==> config.mk <==
export PLATFORM = sky130hd
export DESIGN_NAME = dcacheCtrl
export DESIGN_NICKNAME = d
export VERILOG_FILES = /design/src/hdl/cachePkg.sv /design/src/hdl/beatCounter.sv /design/src/hdl/dcacheCtrl.sv /design/src/hdl/missSequencer.sv /design/src/hdl/requestDecode.sv
export SDC_FILE = /design/constraint.sdc
export NUM_CORES = 1
export LEC_CHECK = 0
export ABC_AREA = 1
export BUFFER_PORTS_ARGS = -buffer_cell sky130_fd_sc_hd__buf_2
export CAP_MARGIN = 10
export CORE_MARGIN = 3
export CORE_UTILIZATION = 32
export DETAILED_ROUTE_END_ITERATION = 16
export GPL_ROUTABILITY_DRIVEN = 0
export PLACE_DENSITY_LB_ADDON = 0.05
export SYNTH_ARGS = -nofsm -noshare
export SYNTH_HDL_FRONTEND = slang
export SYNTH_SLANG_ARGS = --single-unit
==> constraint.sdc <==
create_clock -name clk -period 2.4 [get_ports clk]
set_clock_uncertainty 0.1 [all_clocks]
set_input_delay 0.12 -clock clk [delete_from_list [all_inputs] [get_ports clk]]
set_output_delay 0.12 -clock clk [all_outputs]
set_load 0.01 [all_outputs]
==> src/hdl/cachePkg.sv <==
// shared definitions for the L1 data cache controller
// line geometry, decoded request classes, array address select

package cachePkg;

	////////////////////////////////////////////////////////////
	// line geometry
	////////////////////////////////////////////////////////////

	localparam int wordBits = 64;
	localparam int lineBits = 512;

	// one bus beat moves one word
	localparam int beatsPerLine = lineBits / wordBits;
	localparam int beatCountBits = $clog2(beatsPerLine);

	////////////////////////////////////////////////////////////
	// request classes and address select
	////////////////////////////////////////////////////////////

	// one class per processor request, at most one in flight
	typedef enum logic [2:0] {
		reqNone,
		reqReadHit,
		reqWriteHit,
		reqAmoHit,
		reqMiss,
		reqUncachedRead,
		reqUncachedWrite
	} reqClassType;

	// code 1 stays free, no replay address here
	typedef enum logic [1:0] {
		adrSelNext = 2'd0,
		adrSelHeld = 2'd2
	} adrSelType;

endpackage

==> src/hdl/beatCounter.sv <==
// bus beat counter for line fill and writeback
// flags the last beat of a line

`timescale 1ns/1ps

module beatCounter
	import cachePkg::*;
(
	input  logic clk,
	input  logic reset,
	input  logic cntEn,
	input  logic cntReset,
	output logic lastBeat
);

	logic [beatCountBits-1:0] beatCount;

	always_ff @(posedge clk, posedge reset) begin
		if (reset) begin
			beatCount <= '0;
		end else if (cntReset) begin
			beatCount <= '0;
		end else if (cntEn) begin
			beatCount <= beatCount + 1'b1;
		end
	end

	assign lastBeat = (beatCount == beatCountBits'(beatsPerLine - 1));

	// the sequencer never restarts a line while a beat is being taken
	cntExclusive: assert property (
		@(posedge clk) disable iff (reset)
		!(cntEn && cntReset)
	) else $error("cntEn and cntReset high together");

endmodule

==> src/hdl/dcacheCtrl.sv <==
// data cache controller top level
// request decoder, controller FSM and beat counter

`timescale 1ns/1ps

module dcacheCtrl
	import cachePkg::*;
(
	input  logic       clk,
	input  logic       reset,
	input  logic [1:0] memRW,
	input  logic [1:0] atomic,
	input  logic       exception,
	input  logic       cacheable,
	input  logic       cacheHit,
	input  logic       victimDirty,
	input  logic       stallW,
	input  logic       ahbAck,
	output logic       dcacheStall,
	output logic       committed,
	output logic       accessPulse,
	output logic       missPulse,
	output logic       ahbRead,
	output logic       ahbWrite,
	output adrSelType  selAdr,
	output logic       setValid,
	output logic       clearDirty,
	output logic       setDirty,
	output logic       wordWriteEn,
	output logic       blockWriteEn,
	output logic       selUncached,
	output logic       selEvict,
	output logic       lruWriteEn
);

	reqClassType reqClass;
	logic        cntEn;
	logic        cntReset;
	logic        lastBeat;

	requestDecode decoder (
		.memRW     (memRW),
		.atomic    (atomic),
		.cacheable (cacheable),
		.cacheHit  (cacheHit),
		.exception (exception),
		.reqClass  (reqClass)
	);

	missSequencer sequencer (
		.clk          (clk),
		.reset        (reset),
		.reqClass     (reqClass),
		.memRW        (memRW),
		.atomic       (atomic),
		.stallW       (stallW),
		.ahbAck       (ahbAck),
		.lastBeat     (lastBeat),
		.victimDirty  (victimDirty),
		.dcacheStall  (dcacheStall),
		.committed    (committed),
		.accessPulse  (accessPulse),
		.missPulse    (missPulse),
		.ahbRead      (ahbRead),
		.ahbWrite     (ahbWrite),
		.selAdr       (selAdr),
		.cntEn        (cntEn),
		.cntReset     (cntReset),
		.setValid     (setValid),
		.clearDirty   (clearDirty),
		.setDirty     (setDirty),
		.wordWriteEn  (wordWriteEn),
		.blockWriteEn (blockWriteEn),
		.selUncached  (selUncached),
		.selEvict     (selEvict),
		.lruWriteEn   (lruWriteEn)
	);

	// beats of the current line transfer
	beatCounter beatCount (
		.clk      (clk),
		.reset    (reset),
		.cntEn    (cntEn),
		.cntReset (cntReset),
		.lastBeat (lastBeat)
	);

endmodule

==> src/hdl/missSequencer.sv <==
// data cache controller FSM
// hits, line fill with dirty writeback, uncached single beats,
// AMO completion and hold while writeback stage stalls

`timescale 1ns/1ps

module missSequencer
	import cachePkg::*;
(
	input  logic        clk,
	input  logic        reset,
	input  reqClassType reqClass,
	input  logic [1:0]  memRW,
	input  logic [1:0]  atomic,
	input  logic        stallW,
	input  logic        ahbAck,
	input  logic        lastBeat,
	input  logic        victimDirty,
	output logic        dcacheStall,
	output logic        committed,
	output logic        accessPulse,
	output logic        missPulse,
	output logic        ahbRead,
	output logic        ahbWrite,
	output adrSelType   selAdr,
	output logic        cntEn,
	output logic        cntReset,
	output logic        setValid,
	output logic        clearDirty,
	output logic        setDirty,
	output logic        wordWriteEn,
	output logic        blockWriteEn,
	output logic        selUncached,
	output logic        selEvict,
	output logic        lruWriteEn
);

	typedef enum logic [3:0] {
		stReady,
		stFetch,
		stFetchDone,
		stEvict,
		stBlockWrite,
		stReadWord,
		stReadDelay,
		stWriteWord,
		stUncachedRead,
		stUncachedReadDone,
		stUncachedWrite,
		stUncachedWriteDone,
		stCpuBusy,
		stBusyFinishAmo
	} stateType;

	stateType state;
	stateType nextState;
	logic     preCntEn;
	logic     amoReq;

	// only the miss path needs to tell an AMO from a plain store
	assign amoReq = atomic[1] & (&memRW);

	// a beat counts only when the bus takes it
	assign cntEn = preCntEn & ahbAck;

	always_ff @(posedge clk, posedge reset) begin
		if (reset) begin
			state <= stReady;
		end else begin
			state <= nextState;
		end
	end

	////////////////////////////////////////////////////////////
	// next state and strobes
	////////////////////////////////////////////////////////////

	always_comb begin
		nextState = state;
		dcacheStall = 1'b0;
		committed = 1'b0;
		accessPulse = 1'b0;
		missPulse = 1'b0;
		ahbRead = 1'b0;
		ahbWrite = 1'b0;
		selAdr = adrSelNext;
		preCntEn = 1'b0;
		cntReset = 1'b0;
		setValid = 1'b0;
		clearDirty = 1'b0;
		setDirty = 1'b0;
		wordWriteEn = 1'b0;
		blockWriteEn = 1'b0;
		selUncached = 1'b0;
		selEvict = 1'b0;
		lruWriteEn = 1'b0;

		case (state)
			stReady: begin
				nextState = stReady;
				case (reqClass)
					reqAmoHit: begin
						accessPulse = 1'b1;
						selAdr = adrSelHeld;
						// write half of the AMO waits for the writeback stage
						if (stallW) begin
							nextState = stBusyFinishAmo;
						end else begin
							wordWriteEn = 1'b1;
							setDirty = 1'b1;
							lruWriteEn = 1'b1;
						end
					end
					reqReadHit: begin
						accessPulse = 1'b1;
						lruWriteEn = 1'b1;
						if (stallW) begin
							nextState = stCpuBusy;
							selAdr = adrSelHeld;
						end
					end
					reqWriteHit: begin
						accessPulse = 1'b1;
						selAdr = adrSelHeld;
						wordWriteEn = 1'b1;
						setDirty = 1'b1;
						lruWriteEn = 1'b1;
						if (stallW) begin
							nextState = stCpuBusy;
						end
					end
					reqMiss: begin
						nextState = stFetch;
						cntReset = 1'b1;
						dcacheStall = 1'b1;
						accessPulse = 1'b1;
						missPulse = 1'b1;
					end
					reqUncachedWrite: begin
						nextState = stUncachedWrite;
						dcacheStall = 1'b1;
					end
					reqUncachedRead: begin
						nextState = stUncachedRead;
						dcacheStall = 1'b1;
					end
					default: begin
						nextState = stReady;
					end
				endcase
			end

			// line fill, one word per acknowledged beat
			stFetch: begin
				dcacheStall = 1'b1;
				committed = 1'b1;
				selAdr = adrSelHeld;
				ahbRead = 1'b1;
				preCntEn = 1'b1;
				if (lastBeat && ahbAck) begin
					nextState = stFetchDone;
				end
			end

			stFetchDone: begin
				dcacheStall = 1'b1;
				committed = 1'b1;
				selAdr = adrSelHeld;
				cntReset = 1'b1;
				nextState = victimDirty ? stEvict : stBlockWrite;
			end

			// victim goes out before the new line is written
			stEvict: begin
				dcacheStall = 1'b1;
				committed = 1'b1;
				selAdr = adrSelHeld;
				ahbWrite = 1'b1;
				selEvict = 1'b1;
				preCntEn = 1'b1;
				if (lastBeat && ahbAck) begin
					nextState = stBlockWrite;
				end
			end

			stBlockWrite: begin
				dcacheStall = 1'b1;
				committed = 1'b1;
				selAdr = adrSelHeld;
				blockWriteEn = 1'b1;
				setValid = 1'b1;
				clearDirty = 1'b1;
				nextState = stReadWord;
			end

			stReadWord: begin
				dcacheStall = 1'b1;
				committed = 1'b1;
				selAdr = adrSelHeld;
				if (memRW[0] && !amoReq) begin
					nextState = stWriteWord;
				end else begin
					nextState = stReadDelay;
				end
			end

			// memRW[1] still high here, the pipeline was stalled
			stReadDelay: begin
				committed = 1'b1;
				if (amoReq) begin
					selAdr = adrSelHeld;
					if (stallW) begin
						nextState = stBusyFinishAmo;
					end else begin
						wordWriteEn = 1'b1;
						setDirty = 1'b1;
						lruWriteEn = 1'b1;
						nextState = stReady;
					end
				end else begin
					lruWriteEn = 1'b1;
					if (stallW) begin
						nextState = stCpuBusy;
						selAdr = adrSelHeld;
					end else begin
						nextState = stReady;
					end
				end
			end

			stWriteWord: begin
				committed = 1'b1;
				selAdr = adrSelHeld;
				wordWriteEn = 1'b1;
				setDirty = 1'b1;
				lruWriteEn = 1'b1;
				nextState = stallW ? stCpuBusy : stReady;
			end

			////////////////////////////////////////////////////////////
			// uncached single beats
			////////////////////////////////////////////////////////////

			stUncachedRead: begin
				dcacheStall = 1'b1;
				committed = 1'b1;
				ahbRead = 1'b1;
				if (ahbAck) begin
					nextState = stUncachedReadDone;
				end
			end

			stUncachedReadDone: begin
				committed = 1'b1;
				selUncached = 1'b1;
				if (stallW) begin
					nextState = stCpuBusy;
					selAdr = adrSelHeld;
				end else begin
					nextState = stReady;
				end
			end

			stUncachedWrite: begin
				dcacheStall = 1'b1;
				committed = 1'b1;
				ahbWrite = 1'b1;
				if (ahbAck) begin
					nextState = stUncachedWriteDone;
				end
			end

			stUncachedWriteDone: begin
				committed = 1'b1;
				if (stallW) begin
					nextState = stCpuBusy;
					selAdr = adrSelHeld;
				end else begin
					nextState = stReady;
				end
			end

			// hold the result until the writeback stage moves
			stCpuBusy: begin
				committed = 1'b1;
				if (stallW) begin
					selAdr = adrSelHeld;
				end else begin
					nextState = stReady;
				end
			end

			stBusyFinishAmo: begin
				committed = 1'b1;
				selAdr = adrSelHeld;
				if (!stallW) begin
					wordWriteEn = 1'b1;
					setDirty = 1'b1;
					lruWriteEn = 1'b1;
					nextState = stReady;
				end
			end

			default: begin
				nextState = stReady;
			end
		endcase
	end

	////////////////////////////////////////////////////////////
	// protocol checks
	////////////////////////////////////////////////////////////

	busOneDir: assert property (
		@(posedge clk) disable iff (reset)
		!(ahbRead && ahbWrite)
	) else $error("ahbRead and ahbWrite high together");

	arrayOneWrite: assert property (
		@(posedge clk) disable iff (reset)
		!(blockWriteEn && wordWriteEn)
	) else $error("block and word write in one cycle");

	// a line becomes valid only as it is written whole
	validWithBlock: assert property (
		@(posedge clk) disable iff (reset)
		setValid |-> blockWriteEn
	) else $error("setValid without blockWriteEn");

endmodule

==> src/hdl/requestDecode.sv <==
// processor request classifier for the data cache controller
// hit, cacheability and exception are resolved here only

`timescale 1ns/1ps

module requestDecode
	import cachePkg::*;
(
	input  logic [1:0]  memRW,
	input  logic [1:0]  atomic,
	input  logic        cacheable,
	input  logic        cacheHit,
	input  logic        exception,
	output reqClassType reqClass
);

	logic readReq;
	logic writeReq;
	logic amoReq;
	logic anyReq;

	// memRW[1] read, memRW[0] write, both plus atomic[1] is an AMO
	assign readReq = memRW[1];
	assign writeReq = memRW[0];
	assign amoReq = atomic[1] & (&memRW);
	assign anyReq = (|memRW) | (|atomic);

	// priority order matters, AMO must win over plain read and write
	always_comb begin
		reqClass = reqNone;
		if (!anyReq || exception) begin
			reqClass = reqNone;
		end else if (cacheable && cacheHit && amoReq) begin
			reqClass = reqAmoHit;
		end else if (cacheable && cacheHit && readReq) begin
			reqClass = reqReadHit;
		end else if (cacheable && cacheHit && writeReq) begin
			reqClass = reqWriteHit;
		end else if (cacheable && !cacheHit && (readReq || writeReq)) begin
			reqClass = reqMiss;
		end else if (!cacheable && writeReq) begin
			reqClass = reqUncachedWrite;
		end else if (!cacheable && readReq) begin
			reqClass = reqUncachedRead;
		end
	end

endmodule

Word level (Yosys, flattened, before mapping)
Index checks and enable logic that the tools add are counted.
{"block": "word_totals", "in_bits": 12, "elab_cells": 112, "output_inout_bits": 16, "regBits": 7}
{"block": "op_classes", "reduce_logical": 35, "add_sub_neg": 1, "muxes": 46, "bitwise_logic": 3, "eq_ne": 25}
{"operator": "case mux 4 bit (11 select lines)", "count": 1}
{"operator": "two-way mux 4 bit", "count": 8}
{"operator": "two-way mux 3 bit", "count": 10}
{"operator": "equality test 4 bit (second input constant)", "count": 6}
{"operator": "case mux 4 bit (5 select lines)", "count": 1}
{"operator": "equality test 4 x 3 -> 1 bit (second input constant)", "count": 4}
{"operator": "two-way mux 1 bit", "count": 16}
{"operator": "OR reduction 2 bit", "count": 8}
{"operator": "OR reduction 7 bit", "count": 2}
{"operator": "OR reduction 13 bit", "count": 1}
{"operator": "equality test 3 bit (second input constant)", "count": 4}
{"operator": "logical AND 1 bit", "count": 10}
{"operator": "OR reduction 3 bit", "count": 3}
{"operator": "equality test 4 x 2 -> 1 bit (second input constant)", "count": 2}
{"operator": "case mux 1 bit (2 select lines)", "count": 4}
{"operator": "case mux 1 bit (4 select lines)", "count": 2}
{"operator": "case mux 2 bit (4 select lines)", "count": 1}
{"operator": "equality test 3 x 2 -> 1 bit (second input constant)", "count": 2}
{"operator": "!= test 2 bit (second input constant)", "count": 3}
{"operator": "AND reduction 5 bit", "count": 1}
{"operator": "equality test 4 x 1 -> 1 bit (second input constant)", "count": 1}
{"operator": "logical NOT 1 bit", "count": 4}
{"operator": "logical NOT 4 bit", "count": 1}
{"operator": "two-way mux 2 bit", "count": 2}
{"operator": "other kinds (10)", "count": 13}

Logic depth before layout (Yosys ltp)
{"block": "depth", "word_depth": 13, "ltp_mapped": 12, "mapped_depth_nobuf": 12}

Modules after synthesis
Synthesis repeated with hierarchy kept, for this count alone.
{"block": "unflattened", "cells_unflattened": 175, "hier_area_um2": 1038.5}
{"module": "missSequencer", "cells_each": 138, "area_each_um2": 795.8, "n_inst": 1, "seq_area_each_um2": 100.1}
{"module": "beatCounter", "cells_each": 18, "area_each_um2": 155.1, "n_inst": 1, "seq_area_each_um2": 75.1}
{"module": "requestDecode", "cells_each": 19, "area_each_um2": 87.6, "n_inst": 1, "seq_area_each_um2": 0.0}

Worst setup path before layout
No wires, ideal clock.
{"block": "synth_timing", "path_type": "reg-to-output", "from": "register sequencer.state[0]", "to": "output port wordWriteEn", "t_arrival_ns": 1.401, "path_buffers": 1, "path_stages_with_launch": 7, "path_slack_ns": 0.779, "t_required_ns": 2.180, "path_cell_list": "dfrtp_1 -> nor2_2 -> nand2_2 -> nor2_1 -> nand2_1 -> o21ai_1 -> buf_4"}
{"block": "synth_between", "elab_chain_cells": 2, "word_cells_on_any_way": 5, "classes_between": "eq/ne: 3; mux: 1; reduce/logical: 1"}
{"element": "start, declared", "line_no": "missSequencer.sv:55", "text": "stateType state;"}
{"element": "start signal, assigned", "line_no": "missSequencer.sv:68", "text": "state <= stReady;"}
{"element": "start signal, assigned", "line_no": "missSequencer.sv:70", "text": "state <= nextState;"}
{"element": "equality test 4 bit (tied with other cells)"}
{"element": "case mux 1 bit (4 select lines) (*)"}
{"element": "end, declared", "line_no": "dcacheCtrl.sv:29", "text": "output logic wordWriteEn,"}
Mark *: on every way between the ends. The rest lies on a longest branch, timed or not.

Final worst setup path
{"block": "layout_timing", "from": "register sequencer.state[0]", "to": "output port selAdr[1]"}
{"block": "layout_between", "elab_chain_cells": 3, "word_cells_on_any_way": 15, "classes_between": "eq/ne: 11; mux: 1; reduce/logical: 3"}
{"element": "equality test 4 x 2 -> 1 bit (tied with other cells)", "line_no": "missSequencer.sv:98", "text": "case (state)"}
{"element": "OR reduction 7 bit (no source line) or OR reduction 3 bit (tied branches)"}
{"element": "case mux 2 bit (4 select lines) (*)", "line_no": "missSequencer.sv:98"}
{"element": "end, declared", "line_no": "dcacheCtrl.sv:25", "text": "output adrSelType selAdr,"}
Marked as above.

==> results.py <==
metrics = {
    "sta": {
        "fin_crit_ps": 1910,
        "rsz0062_at_grt": "false",
        "max_freq_mhz": 522,
        "finalSetupViolCount": 0,
        "hold_violations": 0,
        "final_max_slew_viol_count": 0,
        "tns_ps": 0,
        "fin_crit_sh_pct": 79.8,
    },
    "synthesis": {
        "synth_seq_cells": 7,
        "yosys.area_share.simple_pct": 46.7,
        "synth_nets": 172,
        "synthXorXnorAreaFrac_pct": 0.987,
        "synth_compound_area_share_pct": 14.1,
        "synth_edf_count": 0,
        "postSynthAreaPerCell_um2": 5.61,
        "synth_adder_area_share_pct": 2.82,
        "synth_top_family_by_area": "simple AND/OR/NAND/NOR gates",
        "syn_inst": 158,
        "ys_seq_area_share_pct": 19.7,
        "ys_async_sr_fraction_pct": 100,
        "synth_warnings": 0,
        "ys_types": 25,
        "synthFlopType": "dfrtp_1",
        "synth_mux_area_share_pct": 0,
        "syn_area_um2": 887,
    },
    "clock_tree": {
        "cts_buffers": 3,
        "insertion_delay_ps": 250,
        "clk_pin_slew_ps": 50,
        "cts-resized-gates": 0,
        "cts_sinks": 7,
        "cts_htree_levels": 1,
        "cts_root_buf": "clkbuf_4",
        "cts_max_path_buffers": 2,
        "cts_tree": "built",
    },
    "worst_setup_path": {
        "crit_required_ps": 2180,
        "rr_worst_depth": 7,
        "critPathArrivalTime_ps": 1690,
        "cp_max_fo": 7,
        "path_class": "flip-flop to primary output",
        "startpoint_type": "flip-flop",
        "worstSetupEndpointType": "primary output",
    },
    "routing": {
        "viasPerCell": 4.75,
        "drt-total-wl_um": 2320,
        "drc": 0,
        "drtPass1Iterations": 4,
        "wl_per_cell_um": 10.8,
        "drt_iter0_markers": 34,
        "vias": 1022,
        "final_antenna_net_count": 0,
    },
    "power_and_ir_drop": {
        "powerDensity_nw_per_um2": 902,
        "leakagePower_uw": 0.000656,
        "power.total_uw": 957,
        "irDropWorstVdd_uv": 566,
    },
    "layout": {
        "n_fill_cell": 308,
        "final_common_cell": "nand2_1",
        "final_util_pct": 41.7,
        "areaGrowthSynthToFinish_pct": 19.6,
        "design_area_um2": 1060,
        "fin_nets": 200,
        "drive_gt1_share_pct": 24.9,
        "final_cell_mix": "nand2_1, buf_2, inv_1, nor2_1, nand3_1",
        "diodes": 0,
    },
    "grt": {
        "grt-ovfl-total": 0,
        "grt_pass1_vias": 999,
        "grt_first_pass_wirelength_um": 3850,
        "antenna_found_initial": 0,
        "grt_max_degree": 8,
        "grt_use_total_pct": 14.2,
    },
    "placement": {
        "place_area_um2": 1020,
        "dpl.hpwl_um": 2020,
        "numPortBuffers": 26,
    },
    "hold_path": {
        "hp-class": "input port to flip-flop",
        "min_path_cells": 5,
    },
    "die": {
        "core_um2": 2540,
        "ios": 28,
        "placementRows": 18,
        "initial_core_util_pct": 34.9,
        "die_y_um": 58.7,
        "fp.dieW_um": 58.7,
        "die_area_um2": 3440,
    },
    "job": {
        "drv_cap": 0,
    },
    "run_status": {
        "status": "finished, final reports clean",
    },
}
## final timing paths
check	slack (ps)	startpoint	to
setup / recovery	490	sequencer.state[0]	selAdr[1]
hold / removal	180	ahbAck	beatCount.beatCount[1]
setup reg to reg	820	sequencer.state[0]	sequencer.state[2]
hold reg to reg	440	beatCount.beatCount[1]	beatCount.beatCount[1]
max in group asynchronous	1750	reset	beatCount.beatCount[2]
min in group asynchronous	240	reset	sequencer.state[1]
## sequential cells by signal, indices dropped and copies added, names as in the netlist
name	count
sequencer.state	4
beatCount.beatCount	3
## metrics by stage
stage | hold slack, ps | setup WS, ps | instances
after detailed placement | -41.5 | 757 | 210
after floorplan | -177 | 779 | 158
after global placement | -35.3 | 772 | 210
final | 183 | 486 | 215
after CTS | 179 | 475 | 215
after global routing | 204 | 293 | 215
## cell type report
| class | instances | area [um^2] | share of cell area, % |
|---|---|---|---|
| Clock buffer | 4 | 26.3 | 2.48 |
| Inverter | 28 | 105 | 9.91 |
| Tap cell | 30 | 37.5 | 3.54 |
| Sequential cell | 7 | 175 | 16.5 |
| Timing Repair Buffer | 27 | 140 | 13.2 |
| Multi-Input combinational cell | 119 | 577 | 54.4 |
## worst max-delay path, stage by stage (launching register included)
cell and delay, ps:
dfrtp_1 460, nor2_2 190, nand2_2 120, nor2_1 280, o21ai_0 150, o211ai_1 90
buf_2 150
## Yosys cell counts (2+ instances only)
library cell  instances  area (um^2)
nand2_1              52          195
nor2_1               17         63.8
inv_2                 5         18.8
buf_4                 4         30.0
inv_1                23         86.3
nor2_2                5         31.3
nor3_1                4         20.0
dfrtp_1               7          175
nand3b_1              2         15.0
o21ai_1               2         10.0
ha_1                  2         25.0
nand4_1               2         12.5
o21ai_0               5         25.0
a21oi_1               7         35.0
nand3_1               8         40.0
nand2_2               4         25.0
## where the power goes
group	internal, uW	leakage [uW]	total (uW)	switching [uW]
clock network	63.2	0.0000150	102	39.2
logic	230	0.000547	648	417
registers	159	0.0000931	207	48.2
## routing by layer
layer	up-vias	wire (um)	global-route usage (%)	part of all wire, %
met2	29	1090	24.2	47
li1	545	-	-	-
met5	-	0	0	0
met4	0	14	7.77	0.60
met3	2	109	1.75	4.7
met1	446	1100	17.3	48
## cell families (layout without fill, tap and decap cells)
| kind of cell | count (synthesis) | after routing |
|---|---|---|
| other | 1 | 1 |
| buffers and inverters | 32 | 59 |
| adders and majority gates | 2 | 2 |
| DFF | 7 | 7 |
| and+or+nand+nor | 95 | 95 |
| xor gates and xnor gates | 1 | 1 |
| AOI/OAI and AO/OA | 20 | 20 |
## timing repair
| item | in CTS | in global routing |
|---|---|---|
| endpoints found under the hold margin | 7 | 0 |
| setup endpoints to repair | 0 | 0 |
| hold buffers | 1 | 0 |
| setup buffers | 0 | 0 |
No activity file was read; power rests on OpenSTA's default activity.
